File: config.mk
export PLATFORM = sky130hd
export DESIGN_NAME = frv_pipeline_decode
export DESIGN_NICKNAME = d
export VERILOG_FILES = /design/src/source/frv_core_pkg.sv /design/src/source/frv_isa_pkg.sv /design/src/source/frv_pipeline_decode.sv
export SDC_FILE = /design/constraint.sdc
export NUM_CORES = 1
export LEC_CHECK = 0
export BUFFER_PORTS_ARGS = -buffer_cell sky130_fd_sc_hd__buf_4
export CAP_MARGIN = 20
export CELL_PAD_IN_SITES_DETAIL_PLACEMENT = 0
export CELL_PAD_IN_SITES_GLOBAL_PLACEMENT = 1
export CORE_ASPECT_RATIO = 0.6
export CORE_MARGIN = 3
export CORE_UTILIZATION = 31
export CTS_CLUSTER_SIZE = 30
export DETAILED_ROUTE_END_ITERATION = 16
export PLACE_DENSITY_LB_ADDON = 0.1
export SYNTH_ARGS = -nofsm -noshare
export SYNTH_HDL_FRONTEND = slang
export SYNTH_SLANG_ARGS = --single-unit
File: constraint.sdc
create_clock -name g_clk -period 1.5 [get_ports g_clk]
set_clock_uncertainty 0.1 [all_clocks]
set_input_delay 0.15 -clock g_clk [delete_from_list [all_inputs] [get_ports g_clk]]
set_output_delay 0.15 -clock g_clk [all_outputs]
set_load 0.02 [all_outputs]
File: src/source/frv_core_pkg.sv
/*
 Data path widths and register address types shared by every stage.
 The word width is fixed at 32 bits and is not meant to vary.
*/
package frv_core_pkg;

    // Data path
    // ----------------------------------------
    localparam int XLEN = 32;                  // Data word width

    typedef logic [XLEN-1:0] xlen_t;           // One data word

    // Register file addressing
    // ----------------------------------------
    typedef logic [4:0] reg_addr_t;            // x0..x31, x0 reads zero

endpackage : frv_core_pkg

File: src/source/frv_isa_pkg.sv
/*
 Custom 32-bit instruction encoding with seven operations.
 Opcode values 7 to 15 are undefined and retire without a register write.
 Register and immediate forms share the opcode, rd and rs1 fields.
*/
package frv_isa_pkg;
    import frv_core_pkg::*;

    localparam int IMM_W = 18;                 // ADDI immediate, sign-extended

    typedef enum logic [3:0] {
        OP_ADD  = 4'h0,                        // rd = rs1 + rs2
        OP_SUB  = 4'h1,                        // rd = rs1 - rs2
        OP_XOR  = 4'h2,                        // rd = rs1 ^ rs2
        OP_ADDI = 4'h3,                        // rd = rs1 + imm
        OP_ADD3 = 4'h4,                        // rd = rs1 + rs2 + rs3
        OP_MUL  = 4'h5,                        // rd = low word of rs1 * rs2
        OP_MULW = 4'h6                         // rd pair = 64-bit rs1 * rs2
    } opcode_t;

    // Register form
    typedef struct packed {
        opcode_t   opcode;                     // [31:28]
        reg_addr_t rd;                         // [27:23]
        reg_addr_t rs1;                        // [22:18]
        reg_addr_t rs2;                        // [17:13]
        reg_addr_t rs3;                        // [12:8]
        logic [7:0] zero;                      // Must be zero
    } instr_r_t;

    // Immediate form
    typedef struct packed {
        opcode_t          opcode;
        reg_addr_t        rd;
        reg_addr_t        rs1;
        logic [IMM_W-1:0] imm;                 // [17:0]
    } instr_i_t;

    typedef union packed {
        instr_r_t r;
        instr_i_t i;
    } instr_t;

    function automatic logic op_known(opcode_t op);
        return op inside {OP_ADD, OP_SUB, OP_XOR, OP_ADDI, OP_ADD3, OP_MUL, OP_MULW};
    endfunction

    // Product only ready in s3
    function automatic logic op_is_mul(opcode_t op);
        return (op == OP_MUL) || (op == OP_MULW);
    endfunction

endpackage : frv_isa_pkg

File: src/source/frv_pipeline_decode.sv
/*
 s1 holds the accepted word and selects operands through the forwarding muxes.
 On a bubble s1 keeps its word and s2 receives an empty slot.
 The source must hold instr_valid and instr_word steady while busy.
*/
`timescale 1ns/10ps

module frv_pipeline_decode import frv_core_pkg::*, frv_isa_pkg::*; (
    input  logic      g_clk,
    input  logic      arst_n,
    input  logic      instr_valid,
    input  instr_t    instr_word,
    output logic      instr_busy,              // s1 must bubble
    output reg_addr_t s1_rs1_addr,
    output reg_addr_t s1_rs2_addr,
    output reg_addr_t s1_rs3_addr,
    output logic      s1_valid,
    input  xlen_t     rs1_data,                // Forwarded operands
    input  xlen_t     rs2_data,
    input  xlen_t     rs3_data,
    input  logic      s1_bubble,
    output logic      s2_valid,
    output opcode_t   s2_op,
    output reg_addr_t s2_rd,
    output xlen_t     s2_opr_a,
    output xlen_t     s2_opr_b,
    output xlen_t     s2_opr_c
);

    instr_t s1_word;
    opcode_t s1_op;
    xlen_t  s1_imm;

    assign instr_busy = s1_bubble;             // Accept whenever s1 can move

    always_ff @(posedge g_clk or negedge arst_n) begin
        if (!arst_n) begin
            s1_valid <= 1'b0;
            s1_word  <= '0;
        end else if (!s1_bubble) begin
            s1_valid <= instr_valid;
            if (instr_valid) begin
                s1_word <= instr_word;
            end
        end
    end

    assign s1_op  = s1_word.r.opcode;
    assign s1_imm = {{(XLEN-IMM_W){s1_word.i.imm[IMM_W-1]}}, s1_word.i.imm};

    // Unused source fields read x0 so they never hit
    assign s1_rs1_addr = s1_word.r.rs1;
    assign s1_rs2_addr = (s1_op == OP_ADDI) ? '0 : s1_word.r.rs2;   // Immediate bits
    assign s1_rs3_addr = (s1_op == OP_ADD3) ? s1_word.r.rs3 : '0;

    // s2 register
    // ----------------------------------------
    always_ff @(posedge g_clk or negedge arst_n) begin
        if (!arst_n) begin
            s2_valid <= 1'b0;
            s2_op    <= OP_ADD;
            s2_rd    <= '0;
            s2_opr_a <= '0;
            s2_opr_b <= '0;
            s2_opr_c <= '0;
        end else begin
            s2_valid <= s1_valid && !s1_bubble;        // Empty slot on a bubble
            s2_op    <= s1_op;
            s2_rd    <= (s1_op == OP_MULW) ? {s1_word.r.rd[4:1], 1'b0} : s1_word.r.rd;
            s2_opr_a <= rs1_data;
            s2_opr_b <= (s1_op == OP_ADDI) ? s1_imm : rs2_data;
            s2_opr_c <= rs3_data;
        end
    end

    // A late multiply leaves s2 after one cycle
    a_bubble_once : assert property (@(posedge g_clk) disable iff (!arst_n)
        s1_bubble |=> !s1_bubble);

endmodule : frv_pipeline_decode

==> load_flow_metrics.sql, run 1 <==
INSERT INTO impl_metrics (metric_group, metric, value, unit) VALUES
('finish', 'fill_cell_count', '1021', ''),
('logic_synthesis', 'post_synth_fa_ha_maj_area_fraction', '0', ''),
('sta', 'worst_slew_slack_as_a_fraction_of_its_limit', '0.654', ''),
('run_status', 'status', 'complete, but fails checks', ''),
('setup_path', 'crit_path_end_kind', 'primary output', ''),
('logic_synthesis', 'synth_simple_gate_area_frac', '0.0253', ''),
('detailed_routing', 'dr_total_vias', '3474', ''),
('logic_synthesis', 'synth_seq_cells', '139', ''),
('detailed_routing', 'route.antenna.remaining_nets', '0', ''),
('logic_synthesis', 'postSynthCellCount', '235', ''),
('finish', 'footprint_of_the_multi_input_gates', '0.00102', 'mm2'),
('detailed_routing', 'routed_via_density', '4.08', ''),
('floorplanning', 'fp.dieW', '162', 'um'),
('finish', 'drive_above_1_share', '0.586', ''),
('min_path', 'hold_path.class', 'input pin to flop', ''),
('clocking', 'htree_levels', '4', ''),
('sta', 'final_worst_path_period_share', '1.19', ''),
('finish', 'antenna_cells', '0', ''),
('logic_synthesis', 'syn_avg_cell_area', '19.3', 'um2'),
('setup_path', 'arrival_time_at_the_worst_endpoint', '1.54', 'ns'),
('detailed_routing', 'routedWlPerCell', '17.2', 'um'),
('floorplanning', 'rows', '33', ''),
('global_route', 'grt_util_met2', '0.287', ''),
('finish', 'post-route-cell-area', '0.00897', 'mm2'),
('job', 'drv_cap', '0', ''),
('placed_design', 'gp_congestion', '0.723', ''),
('setup_path', 'worst_setup_path_endpoint', 's1_rs3_addr[2]', ''),
('logic_synthesis', 'ys_types', '14', ''),
('logic_synthesis', 'synth-edff-count', '0', ''),
('clocking', 'clock-sinks', '139', ''),
('sta', 'hold_violations', '0', ''),
('setup_path', 'cp_data_required_time', '1.25', 'ns'),
('global_route', 'grt.overflow.total', '0', ''),
('finish', 'fin_cells', '852', ''),
('logic_synthesis', 'dominant_register_cell_in_the_synthesized_netlist', 'dfrtp_1', ''),
('floorplanning', 'core_area', '0.0140', 'mm2'),
('clocking', 'clk_latency', '0.41', 'ns'),
('logic_synthesis', 'synth.largest_area_cell', 'dfrtp_1', ''),
('power_and_ir_drop', 'irDropWorstVdd', '631', 'uV'),
('floorplanning', 'initial_core_utilization', '0.325', ''),
('detailed_routing', 'dr.first_iter.drc_count', '87', ''),
('finish', 'final-seq-area', '0.00348', 'mm2'),
('global_route', 'grt_use_total', '0.181', ''),
('global_route', 'antenna_found_initial', '0', ''),
('placed_design', 'post_dp_cell_area', '0.00674', 'mm2'),
('detailed_routing', 'drt-pass1-iter-count', '4', ''),
('power_and_ir_drop', 'p_leak', '4.31', 'nW'),
('sta', 'finalWorstSetupSlack', '-0.287', 'ns'),
('global_route', 'most_utilized_layer_in_the_global_route_result', 'met2', ''),
('run_status', 'failed_checks', 'negative setup slack', ''),
('finish', 'syn_to_final_growth', '97.2', '%'),
('sta', 'timing.final.crit_period', '1.79', 'ns'),
('logic_synthesis', 'synthMuxAreaShare', '0.179', ''),
('clocking', 'clkTransAtPathRegs', '0.06', 'ns'),
('logic_synthesis', 'synth_warnings', '0', ''),
('logic_synthesis', 'synthesis.nets', '367', ''),
('floorplanning', 'fp.dieArea', '0.0162', 'mm2'),
('clocking', 'cts.root.buffer_cell', 'clkbuf_16', ''),
('logic_synthesis', 'synth.top_cells.by_area', 'dfrtp_1 76%, mux2_2 9.7%, mux2_4 8.3%, nor2b_1 1.1%, buf_4 0.99%', ''),
('sta', 'setup-violations-final', '42', ''),
('setup_path', 'timing.setup.critical_path_class', 'flop to primary output', ''),
('logic_synthesis', 'synth_xor_area_frac', '0', ''),
('setup_path', 'timing.critical_path.from', 's1_word[28]$_DFFE_PN0P_', ''),
('clocking', 'tritoncts', 'built', ''),
('clocking', 'cts_made_buffers', '17', ''),
('global_route', 'grt_max_degree', '51', ''),
('setup_path', 'cp_max_fo', '5', ''),
('setup_path', 'r2r-end', 's2_opr_b[5]$_DFF_PN0_', ''),
('logic_synthesis', 'synth.cell_area', '0.00455', 'mm2'),
('setup_path', 'critical_path.reg2reg.startpoint', 's1_word[31]$_DFFE_PN0P_', ''),
('sta', 'fmax', '559', 'MHz');
[worst min path at each step]
| stage | start | end | slack, ns | cells past startpoint |
|---|---|---|---|---|
| floorplan | arst_n | s1_valid$_DFFE_PN0N_ | -0.25 | 0 |
| global placement | arst_n | s2_opr_a[0]$_DFF_PN0_ | 0.03 | 1 |
| detailed placement | arst_n | s2_opr_a[0]$_DFF_PN0_ | 0.04 | 1 |
| CTS | instr_valid | s1_valid$_DFFE_PN0N_ | 0.14 | 4 |
| global route | instr_valid | s1_valid$_DFFE_PN0N_ | 0.17 | 4 |
| finish | instr_valid | s1_valid$_DFFE_PN0N_ | 0.16 | 4 |
[logic make-up (layout without fill, tap and decap cells)]
group	count (synthesis)	count (layout)
AO/OA/AOI/OAI	1	1
AND/OR/NAND/NOR	16	16
multiplexers	64	64
buffers and inverters	15	440
flip-flops	139	139
[layout make-up]
class | instances | area share
clock buffer | 19 | 0.0505
clock inverter | 13 | 0.0227
multi-input combinational | 81 | 0.114
sequential | 139 | 0.388
tap | 192 | 0.0268
timing repair buffer | 408 | 0.398
[routing by layer]
metal,up-vias,routed length (um)
met4,0,139
met3,10,1170
li1,1612,-
met2,146,6940
met1,1706,6430
met5,-,0
[what timing repair did]
item | 4_1_cts | 5_1_grt
gates resized for setup | 31 | 13
hold buffers | 130 | 0
endpoints found under the hold margin | 212 | 0
gates cloned | 2 | 1
pin swaps | 3 | 2
endpoints found under the setup margin | 25 | 42
setup buffers | 5 | 2
[registers in the layout (all words and copies together), names as in the netlist]
signal and cells:
s2_op 4, s2_opr_a 32, s1_word 32, s2_opr_c 32, s1_valid 1, s2_opr_b 32
s2_rd 5, s2_valid 1
[Yosys cell counts, types with 2 or more instances]
cell and count:
buf_12 2, buf_2 4, buf_6 2, and2_1 5, buf_4 6, dfrtp_1 139, nor2b_1 8, mux2_4 25
mux2_2 39
[through the flow]
stage	setup WS, ns	TNS (ns)	util
after CTS	-0.290	-6.32	0.636
final	-0.287	-6.26	0.641
after floorplan	0.0219	0	-
after global placement	-0.0321	-0.215	0.482
after global routing	-0.336	-7.60	0.641
after detailed placement	-0.0412	-0.247	0.482
[critical path, cell delays in order (launching register included)]
cell	delay [ns]
dfrtp_1	0.41
nor4b_4	0.27
buf_4	0.19
and2_4	0.15
buf_6	0.11
[power by group]
group | total (W) | leakage [nW] | switching, W | internal (W)
Combinational | 0.00201 | 2.37 | 0.000842 | 0.00117
Sequential | 0.00425 | 1.62 | 0.000168 | 0.00409
Clock | 0.00459 | 0.317 | 0.00167 | 0.00293
Total | 0.0109 | 4.31 | 0.00268 | 0.00818
(Power assumes the default switching activity.)
==> run 2: changes to the inputs <==
--- a/config.mk
+++ b/config.mk
@@ -7,11 +7,11 @@
 export LEC_CHECK = 0
 export BUFFER_PORTS_ARGS = -buffer_cell sky130_fd_sc_hd__buf_4
 export CAP_MARGIN = 20
-export CELL_PAD_IN_SITES_DETAIL_PLACEMENT = 0
-export CELL_PAD_IN_SITES_GLOBAL_PLACEMENT = 1
+export CELL_PAD_IN_SITES_DETAIL_PLACEMENT = 2
+export CELL_PAD_IN_SITES_GLOBAL_PLACEMENT = 2
 export CORE_ASPECT_RATIO = 0.6
 export CORE_MARGIN = 3
-export CORE_UTILIZATION = 31
+export CORE_UTILIZATION = 25
 export CTS_CLUSTER_SIZE = 30
 export DETAILED_ROUTE_END_ITERATION = 16
 export PLACE_DENSITY_LB_ADDON = 0.1
==> load_flow_metrics.sql, run 2 (synthesized netlist as in run 1, its figures left out) <==
INSERT INTO impl_metrics (metric_group, metric, value, unit) VALUES
('setup_path', 'cp_top_family', 'simple AND/OR/NAND/NOR gates', ''),
('global_route', 'grt_pass1_wl', '29600', 'um'),
('setup_path', 'timing.critical_path.cells', 'nor4b_4 -> buf_6 -> and2_4 -> buf_6', ''),
('detailed_routing', 'dr_total_vias', '3614', ''),
('clocking', 'cts_made_buffers', '17', ''),
('detailed_routing', 'drt-pass1-iter-count', '4', ''),
('placed_design', 'place_ws', '-0.0555', 'ns'),
('power_and_ir_drop', 'irDropWorstVdd', '743', 'uV'),
('finish', 'drive_above_1_share', '0.584', ''),
('clocking', 'maximum_count_of_clock_buffers_along_a_single_path', '2', ''),
('detailed_routing', 'route.antenna.remaining_nets', '0', ''),
('clocking', 'clkTransAtPathRegs', '0.07', 'ns'),
('power_and_ir_drop', 'power_density', '1190', 'mW/mm2'),
('global_route', 'grt_use_total', '0.196', ''),
('floorplanning', 'fp.dieArea', '0.0199', 'mm2'),
('finish', 'post-route-cell-area', '0.00901', 'mm2'),
('setup_path', 'critical_path.reg2reg.startpoint', 's1_word[31]$_DFFE_PN0P_', ''),
('setup_path', 'timing.setup.critical_path_class', 'flop to primary output', ''),
('setup_path', 'cp_max_fo', '5', ''),
('sta', 'timing.final.crit_period', '1.83', 'ns'),
('finish', 'syn_to_final_growth', '98.1', '%'),
('setup_path', 'path_buf_inv', '2', ''),
('job', 'drv_cap', '0', ''),
('global_route', 'grt_max_degree', '45', ''),
('sta', 'hold_violations', '0', ''),
('setup_path', 'r2r-end', 's2_opr_b[5]$_DFF_PN0_', ''),
('run_status', 'status', 'complete, but fails checks', ''),
('setup_path', 'timing.critical_path.from', 's1_word[28]$_DFFE_PN0P_', ''),
('setup_path', 'timing.reg2reg.worst_path_depth', '6', ''),
('finish', 'fin_cells', '895', ''),
('setup_path', 'worst_setup_path_start_kind', 'flop', ''),
('clocking', 'htree_levels', '4', ''),
('detailed_routing', 'routedWlPerCell', '21.8', 'um'),
('floorplanning', 'fp.dieW', '180', 'um'),
('setup_path', 'worst_setup_path_endpoint', 's1_rs3_addr[0]', ''),
('clocking', 'clk_latency', '0.40', 'ns'),
('sta', 'setup-violations-final', '42', ''),
('placed_design', 'place.port_buffers', '254', ''),
('placed_design', 'gp_congestion', '0.800', ''),
('setup_path', 'crit_path_max_incr_delay', '0.43', 'ns'),
('sta', 'fmax', '545', 'MHz'),
('finish', 'final-seq-area', '0.00348', 'mm2'),
('setup_path', 'cp_data_required_time', '1.25', 'ns'),
('floorplanning', 'initial_core_utilization', '0.260', ''),
('setup_path', 'critical-path-top-cell-by-count', 'buf_6', ''),
('sta', 'grt_setup_unrepaired', 'true', ''),
('finish', 'layout_common_cells', '250 x buf_4, 139 x dfrtp_1, 130 x dlygate4sd3_1, 32 x mux2_4, 32 x mux2_2', ''),
('run_status', 'failed_checks', 'negative setup slack', ''),
('sta', 'finalWorstSetupSlack', '-0.334', 'ns'),
('detailed_routing', 'detail_route.drc_violations', '0', ''),
('finish', 'fill_cell_count', '1646', ''),
('sta', 'final_worst_path_period_share', '1.22', ''),
('setup_path', 'crit_path_end_kind', 'primary output', ''),
('sta', 'setup-tns-final', '-7.50', 'ns'),
('floorplanning', 'io_pins', '255', ''),
('detailed_routing', 'dr.first_iter.drc_count', '90', ''),
('detailed_routing', 'routed_via_density', '4.04', ''),
('sta', 'worst_slew_slack_as_a_fraction_of_its_limit', '0.710', ''),
('floorplanning', 'rows', '37', ''),
('placed_design', 'dpl.cell_count', '721', ''),
('setup_path', 'arrival_time_at_the_worst_endpoint', '1.58', 'ns'),
('sta', 'drv_slew', '0', ''),
('global_route', 'antenna_found_initial', '3', ''),
('placed_design', 'post_dp_cell_area', '0.00680', 'mm2'),
('sta', 'max_slew.worst_pin.slew', '0.436', 'ns'),
('placed_design', 'hpwlAfterDp', '11300', 'um'),
('power_and_ir_drop', 'p_leak', '4.29', 'nW'),
('global_route', 'grt.overflow.total', '0', ''),
('setup_path', 'critical_path_depth', '4', ''),
('detailed_routing', 'drt-total-wl', '19500', 'um'),
('setup_path', 'reg2reg_setup_slack', '-0.22', 'ns'),
('finish', 'footprint_of_the_multi_input_gates', '0.00103', 'mm2'),
('global_route', 'via_count_of_the_first_global_routing_pass', '4414', ''),
('setup_path', 'cp_slowest_cell', 'dfrtp_1', ''),
('clocking', 'cts.root.buffer_cell', 'clkbuf_16', ''),
('finish', 'layout_commonest_cell', 'buf_4', ''),
('clocking', 'clock-sinks', '139', ''),
('floorplanning', 'die_height', '110', 'um'),
('finish', 'final_net_count', '779', ''),
('clocking', 'tritoncts', 'built', ''),
('min_path', 'hold_path.class', 'input pin to async pin', ''),
('floorplanning', 'core_area', '0.0175', 'mm2');
==> run 2: repair_timing <==
action,4_1_cts,5_1_grt
hold buffers,130,0
pin swaps,0,1
resized for setup,28,19
setup endpoints to repair,29,42
hold endpoints to repair,269,0
setup buffers,6,4
cloned,2,1
==> run 2: routing by layer <==
| metal | track usage | up-vias | part of all wire |
|---|---|---|---|
| met5 | 0 | - | 0.00082 |
| met4 | 0.0271 | 2 | 0.0052 |
| met3 | 0.0609 | 8 | 0.057 |
| met2 | 0.337 | 138 | 0.51 |
| met1 | 0.250 | 1856 | 0.43 |
| li1 | - | 1610 | - |
==> run 2: worst min-delay path by stage <==
| stage | start | end | slack, ns | cells past startpoint |
|---|---|---|---|---|
| floorplan | arst_n | s1_valid$_DFFE_PN0N_ | -0.25 | 0 |
| global placement | arst_n | s2_opr_c[22]$_DFF_PN0_ | 0.004 | 1 |
| detailed placement | arst_n | s2_opr_c[22]$_DFF_PN0_ | 0.007 | 1 |
| CTS | arst_n | s2_opr_c[22]$_DFF_PN0_ | 0.15 | 2 |
| global route | arst_n | s2_opr_a[24]$_DFF_PN0_ | 0.18 | 2 |
| finish | arst_n | s2_opr_a[24]$_DFF_PN0_ | 0.17 | 2 |
==> run 2: metrics by stage <==
stage / hold WS, ns / utilization / power [W]
6_report: 0.173 / 0.515 / 0.0107
4_1_cts: 0.150 / 0.508 / 0.0107
2_1_floorplan: -0.246 / - / 0.00502
5_1_grt: 0.178 / 0.515 / 0.0112
3_3_place_gp: 0.00394 / 0.389 / 0.00590
3_5_place_dp: 0.00750 / 0.389 / 0.00595
==> run 2: final cells by class <==
class / instances / area share
Timing Repair Buffer: 408 / 0.400
Sequential cell: 139 / 0.386
Multi-Input combinational cell: 81 / 0.114
Clock buffer: 18 / 0.0477
Tap cell: 234 / 0.0325
Clock inverter: 13 / 0.0188
Antenna cell: 2 / 0.000556
==> run 2: report_power, final <==
part	internal, W	total (W)	switching, W
clock network	0.00262	0.00430	0.00168
registers	0.00409	0.00427	0.000183
logic	0.00119	0.00211	0.000917
total	0.00791	0.0107	0.00278
==> run 2: worst register-to-register path, stage by stage (launching register included) <==
cell      delay [ns]
dfrtp_1         0.39
and4bb_4        0.37
buf_12          0.15
buf_6           0.10
buf_6           0.09
buf_6           0.12
mux2_4          0.30
==> run 3: changes to the inputs <==
--- a/config.mk
+++ b/config.mk
@@ -15,6 +15,7 @@
 export CTS_CLUSTER_SIZE = 30
 export DETAILED_ROUTE_END_ITERATION = 16
 export PLACE_DENSITY_LB_ADDON = 0.1
+export SKIP_CTS_REPAIR_TIMING = 1
 export SYNTH_ARGS = -nofsm -noshare
 export SYNTH_HDL_FRONTEND = slang
 export SYNTH_SLANG_ARGS = --single-unit
==> load_flow_metrics.sql, run 3 (synthesized netlist as in run 1, its figures left out) <==
INSERT INTO impl_metrics (metric_group, metric, value, unit) VALUES
('run_status', 'status', 'complete, but fails checks', ''),
('run_status', 'failed_checks', 'negative setup slack', ''),
('setup_path', 'arrival_time_at_the_worst_endpoint', '1.56', 'ns'),
('setup_path', 'path_buf_inv', '2', ''),
('floorplanning', 'die_height', '110', 'um'),
('finish', 'fill_cell_count', '1636', ''),
('sta', 'setup-violations-final', '41', ''),
('finish', 'syn_to_final_growth', '97.1', '%'),
('sta', 'worst_slew_slack_as_a_fraction_of_its_limit', '0.707', ''),
('power_and_ir_drop', 'p_leak', '4.27', 'nW'),
('sta', 'final_worst_path_period_share', '1.21', ''),
('finish', 'layout_commonest_cell', 'buf_4', ''),
('setup_path', 'critical_path.reg2reg.startpoint', 's1_word[31]$_DFFE_PN0P_', ''),
('sta', 'hold_violations', '0', ''),
('sta', 'max_slew.worst_pin.slew', '0.440', 'ns'),
('setup_path', 'cp_top_family', 'simple AND/OR/NAND/NOR gates', ''),
('placed_design', 'place.port_buffers', '254', ''),
('sta', 'grt_setup_unrepaired', 'true', ''),
('detailed_routing', 'dr_total_vias', '3580', ''),
('detailed_routing', 'detail_route.drc_violations', '0', ''),
('sta', 'finalWorstSetupSlack', '-0.314', 'ns'),
('finish', 'final_net_count', '777', ''),
('placed_design', 'hpwlAfterDp', '11300', 'um'),
('clocking', 'clkTransAtPathRegs', '0.07', 'ns'),
('global_route', 'grt.overflow.total', '0', ''),
('placed_design', 'post_dp_cell_area', '0.00680', 'mm2'),
('setup_path', 'critical-path-top-cell-by-count', 'buf_6', ''),
('setup_path', 'worst_setup_path_start_kind', 'flop', ''),
('sta', 'drv_slew', '0', ''),
('global_route', 'grt_max_degree', '45', ''),
('sta', 'timing.final.crit_period', '1.81', 'ns'),
('global_route', 'antenna_found_initial', '1', ''),
('finish', 'post-route-cell-area', '0.00896', 'mm2'),
('clocking', 'htree_levels', '4', ''),
('detailed_routing', 'routed_via_density', '4.02', ''),
('setup_path', 'timing.reg2reg.worst_path_depth', '5', ''),
('clocking', 'cts.root.buffer_cell', 'clkbuf_16', ''),
('clocking', 'clk_latency', '0.40', 'ns'),
('power_and_ir_drop', 'irDropWorstVdd', '674', 'uV'),
('finish', 'antenna_cells', '0', ''),
('detailed_routing', 'drt-total-wl', '18900', 'um'),
('setup_path', 'timing.setup.critical_path_class', 'flop to primary output', ''),
('setup_path', 'crit_path_max_incr_delay', '0.44', 'ns'),
('finish', 'layout_common_cells', '249 x buf_4, 138 x dfrtp_1, 130 x dlygate4sd3_1, 33 x mux2_2, 31 x mux2_4', ''),
('setup_path', 'r2r-end', 's2_opr_b[17]$_DFF_PN0_', ''),
('floorplanning', 'core_area', '0.0175', 'mm2'),
('setup_path', 'timing.critical_path.cells', 'nor4b_4 -> buf_6 -> and2_4 -> buf_6', ''),
('setup_path', 'cp_slowest_cell', 'dfrtp_1', ''),
('setup_path', 'crit_path_end_kind', 'primary output', ''),
('job', 'drv_cap', '0', ''),
('clocking', 'maximum_count_of_clock_buffers_along_a_single_path', '2', ''),
('detailed_routing', 'route.antenna.remaining_nets', '0', ''),
('min_path', 'hold_path.class', 'input pin to async pin', ''),
('placed_design', 'dpl.cell_count', '721', ''),
('floorplanning', 'io_pins', '255', ''),
('floorplanning', 'fp.dieArea', '0.0199', 'mm2'),
('clocking', 'cts_made_buffers', '17', ''),
('power_and_ir_drop', 'power_density', '1190', 'mW/mm2'),
('global_route', 'via_count_of_the_first_global_routing_pass', '3470', ''),
('setup_path', 'cp_max_fo', '5', ''),
('detailed_routing', 'dr.first_iter.drc_count', '100', ''),
('placed_design', 'gp_congestion', '0.800', ''),
('detailed_routing', 'drt-pass1-iter-count', '4', ''),
('sta', 'holdWs', '0.167', 'ns'),
('global_route', 'grt_pass1_wl', '22700', 'um'),
('global_route', 'grt_use_total', '0.149', ''),
('setup_path', 'cp_data_required_time', '1.25', 'ns'),
('clocking', 'clock-sinks', '139', ''),
('clocking', 'tritoncts', 'built', ''),
('floorplanning', 'fp.dieW', '180', 'um'),
('setup_path', 'reg2reg_setup_slack', '-0.14', 'ns'),
('finish', 'drive_above_1_share', '0.584', ''),
('sta', 'fmax', '551', 'MHz'),
('floorplanning', 'rows', '37', ''),
('detailed_routing', 'routedWlPerCell', '21.2', 'um'),
('floorplanning', 'initial_core_utilization', '0.260', ''),
('finish', 'fin_cells', '891', '');
[run 3: worst max-delay path by stage]
stage,from,end,slack [ns],cells after the start
after floorplan,s1_word[31]$_DFFE_PN0P_,s2_opr_b[26]$_DFF_PN0_,0.02,4
after global placement,s1_word[31]$_DFFE_PN0P_,s2_opr_b[2]$_DFF_PN0_,-0.03,3
after detailed placement,s1_word[31]$_DFFE_PN0P_,s2_opr_b[5]$_DFF_PN0_,-0.06,3
after CTS,s1_word[31]$_DFFE_PN0P_,s1_rs3_addr[1],-0.44,5
after global routing,s1_word[28]$_DFFE_PN0P_,s1_rs3_addr[2],-0.38,4
final,s1_word[28]$_DFFE_PN0P_,s1_rs3_addr[2],-0.31,4
[run 3: where the power goes]
group	total [W]	internal, W	leakage (nW)	switching [W]
Sequential	0.00427	0.00409	1.62	0.000181
Combinational	0.00208	0.00118	2.37	0.000906
Clock	0.00430	0.00262	0.279	0.00167
Total	0.0106	0.00789	4.27	0.00276
[run 3: cell type report]
class | instances | area, um2 | area share
well taps | 234 | 293 | 0.0327
multi-input cells | 81 | 1030 | 0.115
clock buffers | 18 | 429 | 0.0479
repair buffers | 406 | 3560 | 0.398
clock inverters | 13 | 169 | 0.0188
flip-flops and latches | 139 | 3480 | 0.388
[run 3: per-stage QoR]
| step | setup slack (ns) | total power, W | util | TNS (ns) |
|---|---|---|---|---|
| 4_1_cts | -0.440 | 0.0103 | 0.423 | -5.18 |
| 6_report | -0.314 | 0.0106 | 0.512 | -5.34 |
| 2_1_floorplan | 0.0219 | 0.00502 | - | 0 |
| 5_1_grt | -0.377 | 0.0111 | 0.512 | -7.08 |
| 3_3_place_gp | -0.0324 | 0.00590 | 0.389 | -0.272 |
| 3_5_place_dp | -0.0555 | 0.00595 | 0.389 | -0.366 |
[run 3: worst register-to-register path: stages, from the launching register on]
cell       delay, ns
dfrtp_1         0.38
and4bb_4        0.38
buf_6           0.10
buf_6           0.11
clkbuf_16       0.16
mux2_4          0.30
[run 3: per-layer routing]
metal	share of wire	track usage	up-vias
met4	0.0030	0.0230	2
met2	0.50	0.229	138
met3	0.060	0.0691	8
li1	-	-	1607
met5	0.00069	0	-
met1	0.44	0.196	1825
